===== config.mk =====
export PLATFORM = sky130hd
export DESIGN_NAME = video_top
export DESIGN_NICKNAME = d
export VERILOG_FILES = /design/src/hdl/vid_pkg.sv /design/src/hdl/video_top.sv /design/src/hdl/video_blend.sv /design/src/hdl/playfield_lut.sv /design/src/hdl/wb_reg_fsm.sv /design/src/hdl/video_timing.sv
export SDC_FILE = /design/constraint.sdc
export NUM_CORES = 1
export LEC_CHECK = 0
export BUFFER_PORTS_ARGS = -buffer_cell sky130_fd_sc_hd__buf_2
export CORE_MARGIN = 5
export CORE_UTILIZATION = 45
export CTS_CLUSTER_SIZE = 16
export DETAILED_ROUTE_END_ITERATION = 10
export GPL_ROUTABILITY_DRIVEN = 0
export SYNTH_ARGS = -nofsm -noshare
export SYNTH_HDL_FRONTEND = slang
export SYNTH_SLANG_ARGS = --single-unit

===== constraint.sdc =====
create_clock -name clk -period 3.06 [get_ports clk]
set_input_delay 0.153 -clock clk [delete_from_list [all_inputs] [get_ports clk]]
set_output_delay 0.153 -clock clk [all_outputs]
set_load 0.005 [all_outputs]

===== src/hdl/vid_pkg.sv =====
// ~~~~~~~~~~~~~~~~~~~~~~~~~~~~~~
// video package
// screen geometry, color and bus widths, register map
// and the bus FSM states shared by the video stage
// ~~~~~~~~~~~~~~~~~~~~~~~~~~~~~~

package vid_pkg;

    // horizontal geometry in pixels
    localparam int H_ACTIVE = 16;
    localparam int H_FRONT  = 2;
    localparam int H_SYNC   = 2;
    localparam int H_BACK   = 4;
    localparam int H_TOTAL  = H_ACTIVE + H_FRONT + H_SYNC + H_BACK;  // 24
    localparam int HS_START = H_ACTIVE + H_FRONT;   // first hsync pixel
    localparam int HS_END   = HS_START + H_SYNC;    // first pixel after hsync

    // vertical geometry in lines
    localparam int V_ACTIVE = 8;
    localparam int V_FRONT  = 1;
    localparam int V_SYNC   = 1;
    localparam int V_BACK   = 2;
    localparam int V_TOTAL  = V_ACTIVE + V_FRONT + V_SYNC + V_BACK;  // 12
    localparam int VS_START = V_ACTIVE + V_FRONT;
    localparam int VS_END   = VS_START + V_SYNC;

    localparam int PAL_DEPTH = 16;              // entries per palette

    typedef logic [15:0] argb_t;                // aa__rrrrggggbbbb
    typedef logic [11:0] rgb_t;
    typedef logic [3:0]  pal_idx_t;
    typedef logic [4:0]  hpos_t;
    typedef logic [3:0]  vpos_t;
    typedef logic [5:0]  wb_adr_t;
    typedef logic [15:0] wb_dat_t;

    // register map
    localparam wb_adr_t ADR_WIN_MASK   = 6'h30;  // selects the 16-word window
    localparam wb_adr_t ADR_PAL_A_BASE = 6'h00;
    localparam wb_adr_t ADR_PAL_B_BASE = 6'h10;
    localparam wb_adr_t ADR_CTRL       = 6'h20;

    // control register fields
    localparam int      CTRL_BLEND_BIT    = 0;
    localparam int      CTRL_SCROLL_A_LSB = 4;   // scroll A in 7:4
    localparam int      CTRL_SCROLL_B_LSB = 8;   // scroll B in 11:8
    localparam wb_dat_t CTRL_MASK         = 16'h0FF1;

    typedef enum logic {
        WB_IDLE,
        WB_ACK
    } wb_state_e;

endpackage

===== src/hdl/video_top.sv =====
// ~~~~~~~~~~~~~~~~~~~~~~~~~~~~~~
// video top
// timing, register slave, two playfields and blender
// ~~~~~~~~~~~~~~~~~~~~~~~~~~~~~~

module video_top (
    input  logic             clk,
    input  logic             rst_n_i,
    input  logic             wb_cyc_i,
    input  logic             wb_stb_i,
    input  logic             wb_we_i,
    input  vid_pkg::wb_adr_t wb_adr_i,
    input  vid_pkg::wb_dat_t wb_dat_i,
    output vid_pkg::wb_dat_t wb_dat_o,
    output logic             wb_ack_o,
    output vid_pkg::rgb_t    rgb_o,
    output logic             hsync_o,
    output logic             vsync_o,
    output logic             de_o
);

    vid_pkg::hpos_t    hpos;
    vid_pkg::vpos_t    vpos;
    logic              de;
    logic              hsync;
    logic              vsync;
    logic              pal_we_a;
    logic              pal_we_b;
    vid_pkg::pal_idx_t pal_wr_idx;
    vid_pkg::argb_t    pal_wr_dat;
    logic              blend_en;
    vid_pkg::pal_idx_t scroll_a;
    vid_pkg::pal_idx_t scroll_b;
    vid_pkg::argb_t    color_a;
    vid_pkg::argb_t    color_b;

    video_timing u_timing (
        .clk     (clk),
        .rst_n_i (rst_n_i),
        .hpos_o  (hpos),
        .vpos_o  (vpos),
        .de_o    (de),
        .hsync_o (hsync),
        .vsync_o (vsync)
    );

    wb_reg_fsm u_regs (
        .clk          (clk),
        .rst_n_i      (rst_n_i),
        .wb_cyc_i     (wb_cyc_i),
        .wb_stb_i     (wb_stb_i),
        .wb_we_i      (wb_we_i),
        .wb_adr_i     (wb_adr_i),
        .wb_dat_i     (wb_dat_i),
        .wb_dat_o     (wb_dat_o),
        .wb_ack_o     (wb_ack_o),
        .pal_we_a_o   (pal_we_a),
        .pal_we_b_o   (pal_we_b),
        .pal_wr_idx_o (pal_wr_idx),
        .pal_wr_dat_o (pal_wr_dat),
        .blend_en_o   (blend_en),
        .scroll_a_o   (scroll_a),
        .scroll_b_o   (scroll_b)
    );

    // playfield A indexes along the line
    playfield_lut u_pf_a (
        .clk      (clk),
        .hpos_i   (hpos),
        .vpos_i   (vid_pkg::vpos_t'(0)),
        .scroll_i (scroll_a),
        .we_i     (pal_we_a),
        .wr_idx_i (pal_wr_idx),
        .wr_dat_i (pal_wr_dat),
        .color_o  (color_a)
    );

    // playfield B indexes down the frame
    playfield_lut u_pf_b (
        .clk      (clk),
        .hpos_i   (vid_pkg::hpos_t'(0)),
        .vpos_i   (vpos),
        .scroll_i (scroll_b),
        .we_i     (pal_we_b),
        .wr_idx_i (pal_wr_idx),
        .wr_dat_i (pal_wr_dat),
        .color_o  (color_b)
    );

    video_blend u_blend (
        .clk        (clk),
        .rst_n_i    (rst_n_i),
        .blend_en_i (blend_en),
        .color_a_i  (color_a),
        .color_b_i  (color_b),
        .de_i       (de),
        .hsync_i    (hsync),
        .vsync_i    (vsync),
        .rgb_o      (rgb_o),
        .de_o       (de_o),
        .hsync_o    (hsync_o),
        .vsync_o    (vsync_o)
    );

endmodule


===== src/hdl/video_blend.sv =====
// ~~~~~~~~~~~~~~~~~~~~~~~~~~~~~~
// video blend
// mixes playfield A and B colors by their alpha bits
// or picks one by priority, syncs delayed to match
// ~~~~~~~~~~~~~~~~~~~~~~~~~~~~~~

module video_blend (
    input  logic           clk,
    input  logic           rst_n_i,
    input  logic           blend_en_i,
    input  vid_pkg::argb_t color_a_i,
    input  vid_pkg::argb_t color_b_i,
    input  logic           de_i,
    input  logic           hsync_i,
    input  logic           vsync_i,
    output vid_pkg::rgb_t  rgb_o,
    output logic           de_o,
    output logic           hsync_o,
    output logic           vsync_o
);

    logic [1:0]    alpha_a;
    logic [1:0]    alpha_b;
    vid_pkg::rgb_t blend_mix;       // alpha rules applied per channel
    vid_pkg::rgb_t prio_pick;       // plain A over B selection
    vid_pkg::rgb_t pix_d;
    logic          de_1;
    logic          hsync_1;
    logic          vsync_1;

    // one 4-bit channel of the blend
    function automatic logic [3:0] mix_chan(
        input logic [3:0] a,
        input logic [3:0] b,
        input logic [1:0] al_a,
        input logic [1:0] al_b
    );
        logic [5:0] sum_3a_b;       // 3a + b, divided by 4 below
        logic [4:0] sum_a_b;        // a + b with carry
        logic [3:0] res;
        sum_3a_b = {2'b00, a} + {1'b0, a, 1'b0} + {2'b00, b};
        sum_a_b  = {1'b0, a} + {1'b0, b};
        case (al_a)
            2'b00: begin            // B alpha picks the mix
                case (al_b)
                    2'b00:   res = a;               // A only
                    2'b01:   res = sum_3a_b[5:2];   // 3/4 A + 1/4 B
                    2'b10:   res = sum_a_b[4:1];    // half and half
                    default: res = b;               // B only
                endcase
            end
            2'b01:   res = sum_a_b[3:0];            // wraps on overflow
            2'b10:   res = (a[3] & b[3]) ? 4'hF : sum_a_b[3:0];  // saturate when both msbs set
            default: res = a;                       // A on top
        endcase
        return res;
    endfunction

    assign alpha_a = color_a_i[15:14];
    assign alpha_b = color_b_i[15:14];

    always_comb begin
        for (int c = 0; c < 3; c++) begin
            blend_mix[c*4 +: 4] = mix_chan(color_a_i[c*4 +: 4], color_b_i[c*4 +: 4],
                                           alpha_a, alpha_b);
        end
    end

    // B shows through only where A is low priority and B is high
    assign prio_pick = (!alpha_a[1] && alpha_b[1]) ? color_b_i[11:0] : color_a_i[11:0];
    assign pix_d     = blend_en_i ? blend_mix : prio_pick;

    always_ff @(posedge clk or negedge rst_n_i) begin
        if (!rst_n_i) begin
            rgb_o   <= '0;
            de_1    <= 1'b0;
            hsync_1 <= 1'b0;
            vsync_1 <= 1'b0;
            de_o    <= 1'b0;
            hsync_o <= 1'b0;
            vsync_o <= 1'b0;
        end else begin
            rgb_o   <= de_1 ? pix_d : '0;   // palette data belongs to the de_1 pixel
            de_1    <= de_i;                // first stage covers the palette read
            hsync_1 <= hsync_i;
            vsync_1 <= vsync_i;
            de_o    <= de_1;                // second stage lines up with rgb_o
            hsync_o <= hsync_1;
            vsync_o <= vsync_1;
        end
    end

    // blanking holds color at zero outside the active area
    a_blank_zero : assert property (
        @(posedge clk) disable iff (!rst_n_i)
        !de_o |-> (rgb_o == '0)
    ) else $error("rgb_o not zero during blanking");

endmodule


===== src/hdl/playfield_lut.sv =====
// ~~~~~~~~~~~~~~~~~~~~~~~~~~~~~~
// playfield lookup
// palette index from raster position plus scroll
// and a 16-entry palette RAM with registered read
// ~~~~~~~~~~~~~~~~~~~~~~~~~~~~~~

module playfield_lut (
    input  logic              clk,
    input  vid_pkg::hpos_t    hpos_i,
    input  vid_pkg::vpos_t    vpos_i,
    input  vid_pkg::pal_idx_t scroll_i,
    input  logic              we_i,
    input  vid_pkg::pal_idx_t wr_idx_i,
    input  vid_pkg::argb_t    wr_dat_i,
    output vid_pkg::argb_t    color_o
);

    vid_pkg::argb_t    pal_mem [vid_pkg::PAL_DEPTH];  // maps to a small block RAM
    vid_pkg::pal_idx_t rd_idx;
    vid_pkg::argb_t    color_q;

    // 4-bit adder wraps, giving the modulo 16 for free
    // the unused axis is tied to zero at the top
    assign rd_idx = vid_pkg::pal_idx_t'(hpos_i) +
                    vid_pkg::pal_idx_t'(vpos_i) +
                    scroll_i;

    // bus side write port
    always_ff @(posedge clk) begin
        if (we_i) begin
            pal_mem[wr_idx_i] <= wr_dat_i;
        end
    end

    // video side read port, one cycle of latency
    always_ff @(posedge clk) begin
        color_q <= pal_mem[rd_idx];
    end

    assign color_o = color_q;

endmodule


===== src/hdl/wb_reg_fsm.sv =====
// ~~~~~~~~~~~~~~~~~~~~~~~~~~~~~~
// wishbone register slave
// classic single-cycle-wait slave for palette writes
// and the control register
// ~~~~~~~~~~~~~~~~~~~~~~~~~~~~~~

module wb_reg_fsm (
    input  logic              clk,
    input  logic              rst_n_i,
    input  logic              wb_cyc_i,
    input  logic              wb_stb_i,
    input  logic              wb_we_i,
    input  vid_pkg::wb_adr_t  wb_adr_i,
    input  vid_pkg::wb_dat_t  wb_dat_i,
    output vid_pkg::wb_dat_t  wb_dat_o,
    output logic              wb_ack_o,
    output logic              pal_we_a_o,
    output logic              pal_we_b_o,
    output vid_pkg::pal_idx_t pal_wr_idx_o,
    output vid_pkg::argb_t    pal_wr_dat_o,
    output logic              blend_en_o,
    output vid_pkg::pal_idx_t scroll_a_o,
    output vid_pkg::pal_idx_t scroll_b_o
);

    vid_pkg::wb_state_e state_q;
    vid_pkg::wb_state_e state_d;
    vid_pkg::wb_dat_t   ctrl_q;         // control register, undefined bits held at zero
    vid_pkg::wb_dat_t   rd_dat;
    logic               bus_req;        // new cycle seen while idle
    logic               hit_pal_a;
    logic               hit_pal_b;
    logic               hit_ctrl;

    assign bus_req   = (state_q == vid_pkg::WB_IDLE) && wb_cyc_i && wb_stb_i;
    assign hit_pal_a = (wb_adr_i & vid_pkg::ADR_WIN_MASK) == vid_pkg::ADR_PAL_A_BASE;
    assign hit_pal_b = (wb_adr_i & vid_pkg::ADR_WIN_MASK) == vid_pkg::ADR_PAL_B_BASE;
    assign hit_ctrl  = (wb_adr_i == vid_pkg::ADR_CTRL);

    // palettes are write only, so only ctrl gives data back
    assign rd_dat = hit_ctrl ? ctrl_q : '0;

    always_comb begin
        state_d = state_q;
        case (state_q)
            vid_pkg::WB_IDLE: begin
                if (wb_cyc_i && wb_stb_i) begin
                    state_d = vid_pkg::WB_ACK;
                end
            end
            vid_pkg::WB_ACK:  state_d = vid_pkg::WB_IDLE;  // ack is a single pulse
            default:          state_d = vid_pkg::WB_IDLE;
        endcase
    end

    always_ff @(posedge clk or negedge rst_n_i) begin
        if (!rst_n_i) begin
            state_q    <= vid_pkg::WB_IDLE;
            pal_we_a_o <= 1'b0;
            pal_we_b_o <= 1'b0;
            ctrl_q     <= '0;
        end else begin
            state_q    <= state_d;
            pal_we_a_o <= bus_req && wb_we_i && hit_pal_a;  // strobe lands on the ack cycle
            pal_we_b_o <= bus_req && wb_we_i && hit_pal_b;
            if (bus_req && wb_we_i && hit_ctrl) begin
                ctrl_q <= wb_dat_i & vid_pkg::CTRL_MASK;
            end
        end
    end

    // write payload and read data captured with the request
    always_ff @(posedge clk) begin
        if (bus_req) begin
            pal_wr_idx_o <= vid_pkg::pal_idx_t'(wb_adr_i);  // low bits index the window
            pal_wr_dat_o <= wb_dat_i;
            wb_dat_o     <= rd_dat;
        end
    end

    assign wb_ack_o   = (state_q == vid_pkg::WB_ACK);
    assign blend_en_o = ctrl_q[vid_pkg::CTRL_BLEND_BIT];
    assign scroll_a_o = ctrl_q[vid_pkg::CTRL_SCROLL_A_LSB +: $bits(vid_pkg::pal_idx_t)];
    assign scroll_b_o = ctrl_q[vid_pkg::CTRL_SCROLL_B_LSB +: $bits(vid_pkg::pal_idx_t)];

    // master holds stb until ack, so the FSM must drop back to idle in between
    a_ack_single : assert property (
        @(posedge clk) disable iff (!rst_n_i)
        wb_ack_o |=> !wb_ack_o
    ) else $error("ack high for two cycles");

endmodule


===== src/hdl/video_timing.sv =====
// ~~~~~~~~~~~~~~~~~~~~~~~~~~~~~~
// video timing
// raster counters with registered sync and display enable
// all outputs describe the same pixel
// ~~~~~~~~~~~~~~~~~~~~~~~~~~~~~~

module video_timing (
    input  logic          clk,
    input  logic          rst_n_i,
    output vid_pkg::hpos_t hpos_o,
    output vid_pkg::vpos_t vpos_o,
    output logic          de_o,
    output logic          hsync_o,
    output logic          vsync_o
);

    vid_pkg::hpos_t hpos_q;
    vid_pkg::vpos_t vpos_q;
    vid_pkg::hpos_t hpos_nxt;
    vid_pkg::vpos_t vpos_nxt;
    logic           h_wrap;         // last pixel of the line
    logic           v_wrap;         // last line of the frame
    logic           de_q;
    logic           hsync_q;
    logic           vsync_q;

    assign h_wrap = (hpos_q == vid_pkg::hpos_t'(vid_pkg::H_TOTAL - 1));
    assign v_wrap = (vpos_q == vid_pkg::vpos_t'(vid_pkg::V_TOTAL - 1));

    // next raster position
    always_comb begin
        hpos_nxt = h_wrap ? '0 : hpos_q + 1'b1;
        vpos_nxt = vpos_q;
        if (h_wrap) begin
            vpos_nxt = v_wrap ? '0 : vpos_q + 1'b1;     // step down one line per wrap
        end
    end

    // flags are decoded from the next position so they line up with the counters
    always_ff @(posedge clk or negedge rst_n_i) begin
        if (!rst_n_i) begin
            hpos_q  <= '0;
            vpos_q  <= '0;
            de_q    <= 1'b0;
            hsync_q <= 1'b0;
            vsync_q <= 1'b0;
        end else begin
            hpos_q  <= hpos_nxt;
            vpos_q  <= vpos_nxt;
            de_q    <= (hpos_nxt < vid_pkg::hpos_t'(vid_pkg::H_ACTIVE)) &&
                       (vpos_nxt < vid_pkg::vpos_t'(vid_pkg::V_ACTIVE));
            hsync_q <= (hpos_nxt >= vid_pkg::hpos_t'(vid_pkg::HS_START)) &&
                       (hpos_nxt <  vid_pkg::hpos_t'(vid_pkg::HS_END));
            // whole line of vsync
            vsync_q <= (vpos_nxt >= vid_pkg::vpos_t'(vid_pkg::VS_START)) &&
                       (vpos_nxt <  vid_pkg::vpos_t'(vid_pkg::VS_END));
        end
    end

    assign hpos_o  = hpos_q;
    assign vpos_o  = vpos_q;
    assign de_o    = de_q;
    assign hsync_o = hsync_q;
    assign vsync_o = vsync_q;

    // wrap logic keeps the pixel counter inside the line
    a_hpos_range : assert property (
        @(posedge clk) disable iff (!rst_n_i)
        hpos_q < vid_pkg::hpos_t'(vid_pkg::H_TOTAL)
    ) else $error("hpos reached H_TOTAL");

endmodule


# --- Word-level counts from Yosys, hierarchy flattened ---
# Memories as Yosys holds them, arrays and structs flattened. A register that Yosys moved wholly into a read port is not among the register bits.
# Index checks and enable logic that the tools add are counted.
word_totals:
  regBits: 71
  ramBits: 512
  word_cells: 88
  n_memories: 2
op_classes:
  add_sub_neg: 13
  n_lt_le_gt_ge: 6
  n_eq_ne: 8
  n_mux: 21
  bitwise_logic: 4
  reduce_logical: 15
memory_table:
  columns: ["memory", "words", "word_bits", "rd", "rd_ports_with_merged_regs", "write_ports", "line", "rtl"]
  rows:
  - ["u_pf_a.pal_mem", 16, 16, 1, 1, 1, "playfield_lut.sv:18", "vid_pkg::argb_t pal_mem [vid_pkg::PAL_DEPTH];"]
  - ["u_pf_b.pal_mem", 16, 16, 1, 1, 1, "playfield_lut.sv:18", null]
op_table:
  columns: ["op", "count"]
  rows:
  - ["$pmux 4 s3", 6]
  - ["$mux 12", 3]
  - ["$mux 4", 5]
  - ["$add 4x5->6", 3]
  - ["$add 6x4->6", 3]
  - ["$add 4x4->5", 3]
  - ["$logic_and 1x1->1", 11]
  - ["$lt 5x5->1 const B", 2]
  - ["$add 4x4->4", 2]
  - ["$lt 4x4->1 const B", 2]
  - ["$eq 2x1->1 const B", 3]
  - ["$eq 6x6->1 const B", 1]
  - ["$logic_not 6->1", 1]
  - ["$add 5x1->5 const B", 1]
  - ["$eq 5x5->1 const B", 1]
  - ["$ge 5x5->1 const B", 1]
  - ["$mux 1", 5]
  - ["$mux 5", 1]
  - ["$add 4x1->4 const B", 1]
  - ["$eq 2x2->1 const B", 2]
  - ["$eq 4x4->1 const B", 1]
  - ["$ge 4x4->1 const B", 1]
  - ["$logic_not 2->1", 2]
  - ["$and 1x1->1", 3]
  - ["other kinds (3)", 3]

# --- Longest topological paths before layout ---
# Gate-level depths: netlist of the first run.
depth:
  depth_word: 6
  depth_mapped: 8

# --- Hierarchy ---
# A second synthesis of the first run with hierarchy kept.
hier_totals:
  hier_cells: 1310
  hier_area_um2: 25456.9
by_module_without_submodules:
  columns: ["mod", "n_inst", "cells_each", "area_per_inst_um2", "seq_area_each_um2"]
  rows:
  - ["playfield_lut", 2, 478, 10597.7, 8007.7]
  - ["video_blend", 1, 233, 2259.7, 450.4]
  - ["wb_reg_fsm", 1, 75, 1478.9, 1171.1]
  - ["video_timing", 1, 45, 519.2, 300.3]
  - ["video_top", 1, 1, 3.8, 0.0]

# --- Least setup slack after synthesis of the first run ---
# OpenSTA, ideal clock, no wires.
synth_timing:
  kind: "register -> register"
  from: "reg u_pf_a.color_q[1], in the netlist u_pf_a.color_o[1], read port of u_pf_a.pal_mem"
  to: "reg u_blend.rgb_o[0]"
  setup_ns: 0.119
  arrival_time_ns: 2.630
  required_ns: 2.941
  path_slack_ns: 0.311
  stages_incl_launch_ff: 9
  n_path_buf: 0
  synth_period_minus_slack_ns: 2.749
  cell_sequence: "dfxtp_1 > fa_1 > and2_1 > fa_1 > mux4_2 > mux4_2 > nand2_1 > o21ai_1 > and2_1"
synth_via:
  elab_chain_cells: 6
  word_cells_on_any_way: 7
synth_lines:
  columns: ["element", "line", "rtl"]
  rows:
  - ["start: declaration", "playfield_lut.sv:20", "vid_pkg::argb_t color_q;"]
  - ["$add 4x5->6", "video_blend.sv:41", "sum_3a_b = {2'b00, a} + {1'b0, a, 1'b0} + {2'b00, b};"]
  - ["$add 6x4->6", "video_blend.sv:41", null]
  - ["$pmux 4 s3 (*)", "video_blend.sv:45", "case (al_b)"]
  - ["$pmux 4 s3 (*)", "video_blend.sv:43", "case (al_a)"]
  - ["$mux 12 (*)", "video_blend.sv:71", "assign pix_d = blend_en_i ? blend_mix : prio_pick;"]
  - ["$mux 12 (*)", "video_blend.sv:83", "rgb_o <= de_1 ? pix_d : '0;"]
  - ["end signal: assignment", "video_blend.sv:83", null]
  - ["end: declaration", "video_blend.sv:16", "output vid_pkg::rgb_t rgb_o,"]
# Mark *: on every way between the ends. The rest lies on a longest branch, timed or not.
# A chain may end at the register's enable or synchronous reset.

# --- Final worst setup path of the first run ---
layout_timing:
  from: "reg u_timing.hpos_q[0], in the netlist u_timing.hpos_o[0]"
  to: "reg u_pf_a.color_q[4], in the netlist u_pf_a.color_o[4], read port of u_pf_a.pal_mem"
layout_via:
  elab_chain_cells: 1
layout_lines:
  columns: ["element", "line", "rtl"]
  rows:
  - ["start: declaration", "video_timing.sv:17", "vid_pkg::hpos_t hpos_q;"]
  - ["start signal: assignment", "video_timing.sv:48", "hpos_q <= hpos_nxt;"]
  - ["$add 4x4->4", "playfield_lut.sv:25", "vid_pkg::pal_idx_t'(vpos_i) +"]
# No other way between the ends.

==> impl_metrics.yaml, run 1 <==
power:
  peakVddDrop_uv: 427
  p_per_area_nw_per_um2: 620
  leakage_nw: 8.91
timing:
  tightest_slew_ns: 1.27
  setup_viol: 0
  finalSetupTns_ns: 0
  relSlewSlack_pct: 15.6
  clock-skew-final_ns: 0.0371
  finalHoldViolCount: 0
  fin_crit_ns: 2.86
  setup_slack_ns: 0.202
  whs_ns: 0.0587
  fmax_mhz: 350
  final-max-slew-violation-count: 0
  rsz0062_at_grt: "no"
  fin_crit_sh_pct: 93.4
cells_and_area:
  syn_to_final_growth_pct: 16.3
  final_cells: 2077
  fin_nets: 1440
  antennaDiodeCount: 0
  layout_commonest_cell: "edfxtp_1"
  drive_gt1_share_pct: 26.0
  layout_common_cells: "edfxtp_1, mux4_2, nand2_1"
clock_network:
  clock_sinks: 545
  cts_tree: "yes"
  cts_buffer_depth: 3
  cts_setup_buffers: 0
  root_buffer: "clkbuf_16"
  htreeDepth: 2
  cts_buffers: 56
  clk_latency_ns: 0.63
  clkTransAtPathRegs_ns: 0.06
  cts_resized: 0
grt:
  track_usage_pct: 18.9
  grt_antenna_before_repair: 1
  globalRouteOverflowTotal: 0
  grt_start_max_net_pins: 35
  grt_pass1_vias: 11700
  grt_pass1_wl_mm: 75.6
synth:
  synth_top_family_by_area: "multiplexers"
  synth_ff_type: "edfxtp_1"
  synth_warnings: 0
  synth_cell_type_count: 60
  syn_inst: 1198
  synth_compound_area_share_pct: 4.32
  synth_adder_area_share_pct: 3.17
  muxShareOfSynthArea_pct: 13.4
  synth_area_um2: 22200
  ys_ff_latch: 545
  yosys.area_share.simple_pct: 5.08
  synth_edf_count: 475
  synth_xor_area_share_pct: 0.700
  async_flop_share_pct: 7.71
  yosysSeqAreaShare_pct: 71.7
  syn_avg_cell_area_um2: 18.5
routing:
  drt-initial-drc-count: 1177
  top_layer: "met4"
  drc: 0
  firstDrtPassIters: 5
  wl_per_cell_um: 24.3
  wl_met1_mm: 21.9
  wl_met3_mm: 3.39
  via_count: 11500
  ant_nets: 0
  via_per_inst: 5.55
  wl_mm: 50.5
  wl_met2_mm: 24.1
worst_setup_path:
  crit_path_end_kind: "flip-flop"
  worstPathRequired_ns: 3.54
  critPathKind: "reg -> reg"
  worstPathArrival_ns: 3.33
  start_kind: "flip-flop"
  worstPathMaxFanout: 34
die:
  rows: 81
  start_util_pct: 45.3
  die_y_um: 232
  die_w_um: 232
  ios: 59
  dieArea_um2: 53800
  coreArea_um2: 48800
placed_design:
  dp_hpwl_mm: 30.8
  place_inst: 1947
  io_buffer_count: 49
  place_ws_ns: 0.202
job:
  drv_cap: 0
worst_hold_path:
  hp-class: "in -> reg"
run_status:
  status: "finished, final reports clean"
## power breakdown
group	internal [mW]	switching [mW]	leakage, nW
Sequential	8.13	0.140	5.09
Clock	3.59	2.79	0.825
Combinational	0.618	0.695	3.00
Total	12.3	3.63	8.91
## state kept, by name, summed over array words and instances, names as in the netlist, 4 cells and up
register and flops:
u_pf_b.color_o 14, u_timing.vpos_o 4, u_pf_a.color_o 14, u_timing.hpos_o 5, u_blend.rgb_o 12, u_pf_a.pal_mem 224, u_pf_b.pal_mem 224, u_regs.pal_wr_dat_o 14
u_regs.pal_wr_idx_o 4, u_regs.ctrl_q 9, u_regs.wb_dat_o 9
## per-stage QoR
step | power [mW] | util (%) | instance area [µm²]
after floorplan | 9.27 | - | 22200
after global placement | 9.70 | 48.7 | 23800
after detailed placement | 9.72 | 48.7 | 23800
after CTS | 16.1 | 52.7 | 25800
after global routing | 16.6 | 52.7 | 25800
final | 16.0 | 52.7 | 25800
## cell families (layout without fill, tap and decap cells)
family,after synthesis,in the layout
flops,545,545
simple gates,227,227
mux,144,144
compound gates,143,143
buf+inv,76,285
fa+ha+maj,46,46
xor+xnor,16,16
other cells,1,7
## per-layer routing
metal	global-route usage [%]	up-vias
li1	-	5115
met1	27.1	6007
met2	29.8	332
met3	4.15	69
met4	5.21	0
met5	0	-
## worst max-delay path: stages (launching register included)
cell and delay (ns):
dfrtp_1 0.44, ha_4 0.16, inv_1 0.04, fa_2 0.54
buf_12 0.24, mux4_2 0.33, and2_1 0.19, a211oi_1 0.51
buf_4 0.20, a31oi_1 0.03
## cell usage after synthesis, types with 2 or more instances
master	number	area, µm²
o32ai_1	4	35.0
a211oi_1	32	240
xnor2_2	2	32.5
nand3_1	7	35.0
fa_1	17	340
and2_1	38	238
buf_2	20	100
and3_1	4	25.0
nor3b_1	3	22.5
a31o_2	3	26.3
nand2_1	85	319
mux2i_1	12	120
nor2_1	48	180
a21oi_1	25	125
dfxtp_1	28	561
nor3_1	3	15.0
nand2b_1	12	75.1
inv_1	15	56.3
o21a_1	3	22.5
o311ai_0	10	87.6
nor4_1	2	12.5
xor2_1	9	78.8
a21o_1	7	52.6
nand4_1	3	18.8
edfxtp_1	475	14300
dfrtp_1	42	1050
a31oi_1	30	188
o21ai_0	18	90.1
o221ai_1	2	17.5
clkbuf_1	24	90.1
buf_1	2	7.51
or2_2	5	31.3
ha_1	29	363
buf_4	14	105
xnor2_1	5	43.8
mux2_2	12	135
mux4_2	119	2680
nor2b_1	7	43.8
## layout make-up
type | instances | area, µm²
Fill cell | 3921 | 23100
Sequential cell | 545 | 15900
Multi-Input combinational cell | 583 | 5990
Clock buffer | 78 | 1490
Timing Repair Buffer | 166 | 1280
Tap cell | 664 | 831
Clock inverter | 26 | 233
Inverter | 15 | 56.3
## final timing paths
check / end / slack (ns) / start / depth (start not counted)
max in group asynchronous: u_regs.ctrl_q[11] / 2.18 / rst_n_i / 3
worst min register to register: u_blend.hsync_1 / 0.35 / u_timing.hsync_o / 0
worst max register to register: u_pf_a.color_o[4] / 0.20 / u_timing.hpos_o[0] / 9
worst min-delay path: u_regs.wb_dat_o[9] / 0.06 / wb_stb_i / 3
worst max-delay path: u_pf_a.color_o[4] / 0.20 / u_timing.hpos_o[0] / 9
min in group asynchronous: u_blend.rgb_o[8] / 0.17 / rst_n_i / 2
## what timing repair did
action | in CTS | in global routing
hold buffers | 26 | 0
endpoints found under the hold margin | 62 | 0
setup endpoints to repair | 0 | 0
(Power assumes the default switching activity.)
==> run 2: changes to the inputs <==
Settings changed: CELL_PAD_IN_SITES_DETAIL_PLACEMENT from default to 1, CELL_PAD_IN_SITES_GLOBAL_PLACEMENT from default to 1, PLACE_DENSITY_LB_ADDON from default to 0.1.
Clock period 3.06 ns to 3.17 ns, I/O delays scaled along.
==> impl_metrics.yaml, run 2 (synthesis gave the netlist of run 1 again) <==
worst_setup_path:
  worstPathArrival_ns: 3.39
  worstPathRequired_ns: 3.67
  worstPathMaxFanout: 7
  start_kind: "flip-flop"
  crit_path_end_kind: "flip-flop"
  critPathKind: "reg -> reg"
routing:
  wl_per_cell_um: 25.7
  ant_nets: 0
  drt-initial-drc-count: 896
  via_per_inst: 5.59
  via_count: 11600
  wl_mm: 53.2
  firstDrtPassIters: 6
  drc: 0
cells_and_area:
  layout_commonest_cell: "edfxtp_1"
  seq_area_um2: 15900
  antennaDiodeCount: 0
  syn_to_final_growth_pct: 16.3
  layout_common_cells: "edfxtp_1, mux4_2, nand2_1"
  fillers: 4478
  reg.largest.list: "u_pf_a.pal_mem (224), u_pf_b.pal_mem (224)"
  multiInputGateArea_um2: 6000
  final_util_pct: 52.7
  drive_gt1_share_pct: 26.0
  fin_nets: 1432
clock_network:
  clkTransAtPathRegs_ns: 0.06
  cts_buffer_depth: 3
  htreeDepth: 2
  cts_setup_buffers: 0
  root_buffer: "clkbuf_16"
  postCtsHoldBufs: 25
  cts_tree: "yes"
  cts_buffers: 57
  clk_latency_ns: 0.61
  clock_sinks: 545
  cts_resized: 0
worst_hold_path:
  hp-class: "in -> reg"
power:
  swShare_pct: 22.6
  clkPwrFrac_pct: 41.1
  p_per_area_nw_per_um2: 611
  power_frac_comb_pct: 8.1
  peakVddDrop_uv: 408
  p_sw_mw: 3.55
  p_int_mw: 12.2
  seq_power_share_pct: 50.8
  leakage_nw: 8.90
grt:
  grt_start_max_net_pins: 43
  globalRouteOverflowTotal: 0
  grt_pass1_vias: 12300
  track_usage_pct: 20.1
  grt_antenna_before_repair: 1
  grt_pass1_wl_mm: 80.2
timing:
  clock-skew-final_ns: 0.0244
  finalHoldViolCount: 0
  finalSetupTns_ns: 0
  rsz0062_at_grt: "no"
  fin_crit_sh_pct: 91.2
  fmax_mhz: 346
  final-max-slew-violation-count: 0
  fin_crit_ns: 2.89
  setup_viol: 0
  tightest_slew_ns: 1.34
  relSlewSlack_pct: 10.6
placed_design:
  io_buffer_count: 49
  dp_hpwl_mm: 33.2
die:
  rows: 81
  coreArea_um2: 48800
  dieArea_um2: 53800
  ios: 59
  die_w_um: 232
  die_y_um: 232
  start_util_pct: 45.3
run_status:
  status: "finished, final reports clean"
job:
  drv_cap: 0
-- run 2: layout make-up --
cell class,count,area share (%)
clock buffer,74,5.98
timing repair buffer,157,4.63
multi-input combinational,583,23.3
sequential,545,61.6
tap,664,3.22
inverter,15,0.219
clock inverter,30,1.05
-- run 2: path summary, 6_finish.rpt --
path                                            end  cells after the start              start  slack (ns)
worst max-delay path               u_blend.rgb_o[0]                      8  u_pf_a.color_o[1]        0.28
worst min-delay path            u_regs.wb_dat_o[10]                      3           wb_stb_i        0.08
worst max register to register     u_blend.rgb_o[0]                      8  u_pf_a.color_o[1]        0.28
worst min register to register      u_blend.vsync_1                      0   u_timing.vsync_o        0.35
max in group asynchronous          u_regs.ctrl_q[5]                      3            rst_n_i        2.54
min in group asynchronous          u_blend.rgb_o[1]                      3            rst_n_i        0.21
-- run 2: power by group through the flow --
stage / Sequential, mW / Clock [mW] / Combinational, mW
floorplan: 8.08 / 0 / 0.869
global placement: 8.15 / 0 / 1.24
detailed placement: 8.15 / 0 / 1.26
CTS: 8.00 / 6.61 / 1.29
global route: 8.00 / 6.93 / 1.41
finish: 7.99 / 6.47 / 1.27
-- run 2: metrics by stage --
step	cells	area (µm²)	hold WS (ns)	setup WS (ns)	power, mW
finish	2068	25800	0.0837	0.281	15.7
global route	2068	25800	0.0848	0.142	16.3
CTS	2068	25800	0.0506	0.253	15.9
global placement	1939	23700	0.300	0.273	9.38
floorplan	1204	22200	-0.137	0.421	8.95
detailed placement	1939	23700	0.294	0.250	9.41
-- run 2: routing by layer --
metal,wire length (µm),global-route usage [%],up-vias
met5,0,0,-
met2,25600,32.2,260
met3,2340,2.79,70
met4,1120,5.45,0
met1,24100,29.3,6125
li1,-,-,5100
-- run 2: worst max-delay path, cell delays in order (launching register included) --
cell	delay, ns
dfxtp_1	0.52
fa_1	0.49
and2_1	0.16
fa_1	0.43
mux4_2	0.45
mux4_2	0.46
nand2_1	0.08
o21ai_1	0.06
and2_1	0.15
==> run 3: changes to the inputs <==
Settings changed: CORE_MARGIN 5 to default.
==> impl_metrics.yaml, run 3 (synthesis gave the netlist of run 1 again) <==
die:
  start_util_pct: 46.0
  ios: 59
  dieArea_um2: 50100
  coreArea_um2: 48100
  die_y_um: 224
  rows: 80
  die_w_um: 224
timing:
  finalHoldViolCount: 0
  rsz0062_at_grt: "no"
  whs_ns: 0.103
  clock-skew-final_ns: 0.0133
  fin_crit_sh_pct: 91.7
  finalSetupTns_ns: 0
  relSlewSlack_pct: 16.2
  tightest_slew_ns: 1.26
  setup_slack_ns: 0.262
  fin_crit_ns: 2.91
  fmax_mhz: 344
  final-max-slew-violation-count: 0
  setup_viol: 0
clock_network:
  cts_resized: 0
  postCtsHoldBufs: 25
  cts_buffers: 57
  cts_tree: "yes"
  cts_buffer_depth: 3
  clkTransAtPathRegs_ns: 0.07
  clk_latency_ns: 0.61
  cts_setup_buffers: 0
  clock_sinks: 545
  root_buffer: "clkbuf_16"
  htreeDepth: 2
worst_setup_path:
  worstPathMaxFanout: 7
  slowest_stage: "dfxtp_1"
  crit_family: "adder cells"
  worstPathArrival_ns: 3.41
  cp_num_buf_inv: 0
  rr_startpoint: "u_pf_a.color_o[1]"
  startpoint: "u_pf_a.color_o[1]"
  cp_cell_sequence: "fa_1 > and2_1 > fa_1 > mux4_2 > mux4_2 > nand2_1 > o21ai_1 > and2_1"
  start_kind: "flip-flop"
  critPathMaxStageDelay_ns: 0.54
  worstPathRequired_ns: 3.68
  critPathKind: "reg -> reg"
  crit_path_end_kind: "flip-flop"
cells_and_area:
  layout_commonest_cell: "edfxtp_1"
  stdcell_area_um2: 25900
  drive_gt1_share_pct: 26.6
  layout_common_cells: "edfxtp_1, mux4_2, buf_4"
  fillers: 4369
  seq_area_um2: 15900
  syn_to_final_growth_pct: 16.9
  antennaDiodeCount: 0
  reg.largest.list: "u_pf_a.pal_mem (224), u_pf_b.pal_mem (224)"
  final_cells: 2072
  fin_nets: 1442
  multiInputGateArea_um2: 6000
placed_design:
  dpl_cell_area_um2: 23800
  dp_hpwl_mm: 34.8
  place_ws_ns: 0.254
  io_buffer_count: 49
  place_inst: 1941
grt:
  track_usage_pct: 23.0
  grt_antenna_before_repair: 5
  grt_start_max_net_pins: 33
  grt_pass1_wl_mm: 82.5
  globalRouteOverflowTotal: 0
  grt_pass1_vias: 12400
worst_hold_path:
  hold_start: "wb_stb_i"
  hp-class: "in -> reg"
job:
  drv_cap: 0
routing:
  drt-initial-drc-count: 900
  firstDrtPassIters: 7
  drc: 0
  wl_mm: 55.8
  via_per_inst: 5.66
  via_count: 11700
  wl_per_cell_um: 27.0
  ant_nets: 0
run_status:
  status: "finished, final reports clean"
power:
  peakVddDrop_uv: 520
  p_per_area_nw_per_um2: 618
  leakage_nw: 8.98
[run 3: cell count changes in the layout (fill, tap and decap cells not counted), sizes merged]
cell      before  now
inv           17   16
clkinv        20   15
clkbuf        74   83
clkinvlp       4    3
buf          132  142
[run 3: cell type report]
type                       count  area share [%]
timing repair buffer         167            4.85
sequential                   545            61.3
multi-input combinational    583            23.2
inverter                      15           0.217
clock inverter                23           0.836
tap                          656            3.17
clock buffer                  83            6.46
[run 3: report_power, final]
group	internal [mW]	switching (mW)
registers	7.84	0.110
clock network	3.97	2.72
logic	0.602	0.744
total	12.4	3.57
[run 3: worst paths after layout]
check | slack (ns) | depth (start not counted) | end
worst max-delay path | 0.26 | 8 | u_blend.rgb_o[0]
worst min-delay path | 0.10 | 3 | u_regs.pal_wr_dat_o[10]
worst max register to register | 0.26 | 8 | u_blend.rgb_o[0]
worst min register to register | 0.35 | 0 | u_blend.vsync_1
max in group asynchronous | 2.30 | 3 | u_timing.vpos_o[0]
min in group asynchronous | 0.18 | 2 | u_blend.rgb_o[1]
[run 3: worst register-to-register path, delay by kind of cell (launching register included)]
| family | cells | cell delay, ns |
|---|---|---|
| and+or+nand+nor | 3 | 0.39 |
| AOI/OAI and AO/OA | 1 | 0.05 |
| muxes | 2 | 0.90 |
| DFF | 1 | 0.54 |
| adders and majority gates | 2 | 0.92 |
[run 3: per-stage QoR]
stage	total power, mW	utilization, %
floorplan	8.95	-
global placement	9.40	49.3
detailed placement	9.44	49.3
CTS	16.2	53.8
global route	16.5	53.8
finish	16.0	53.8
[run 3: routing by layer]
layer  up-vias  track usage, %  wire (µm)
met4         0            7.22       1610
met2       296            35.8      26200
met5         -               0          0
met1      6225            33.2      25300
li1       5114               -          -
met3        85            4.03       2780
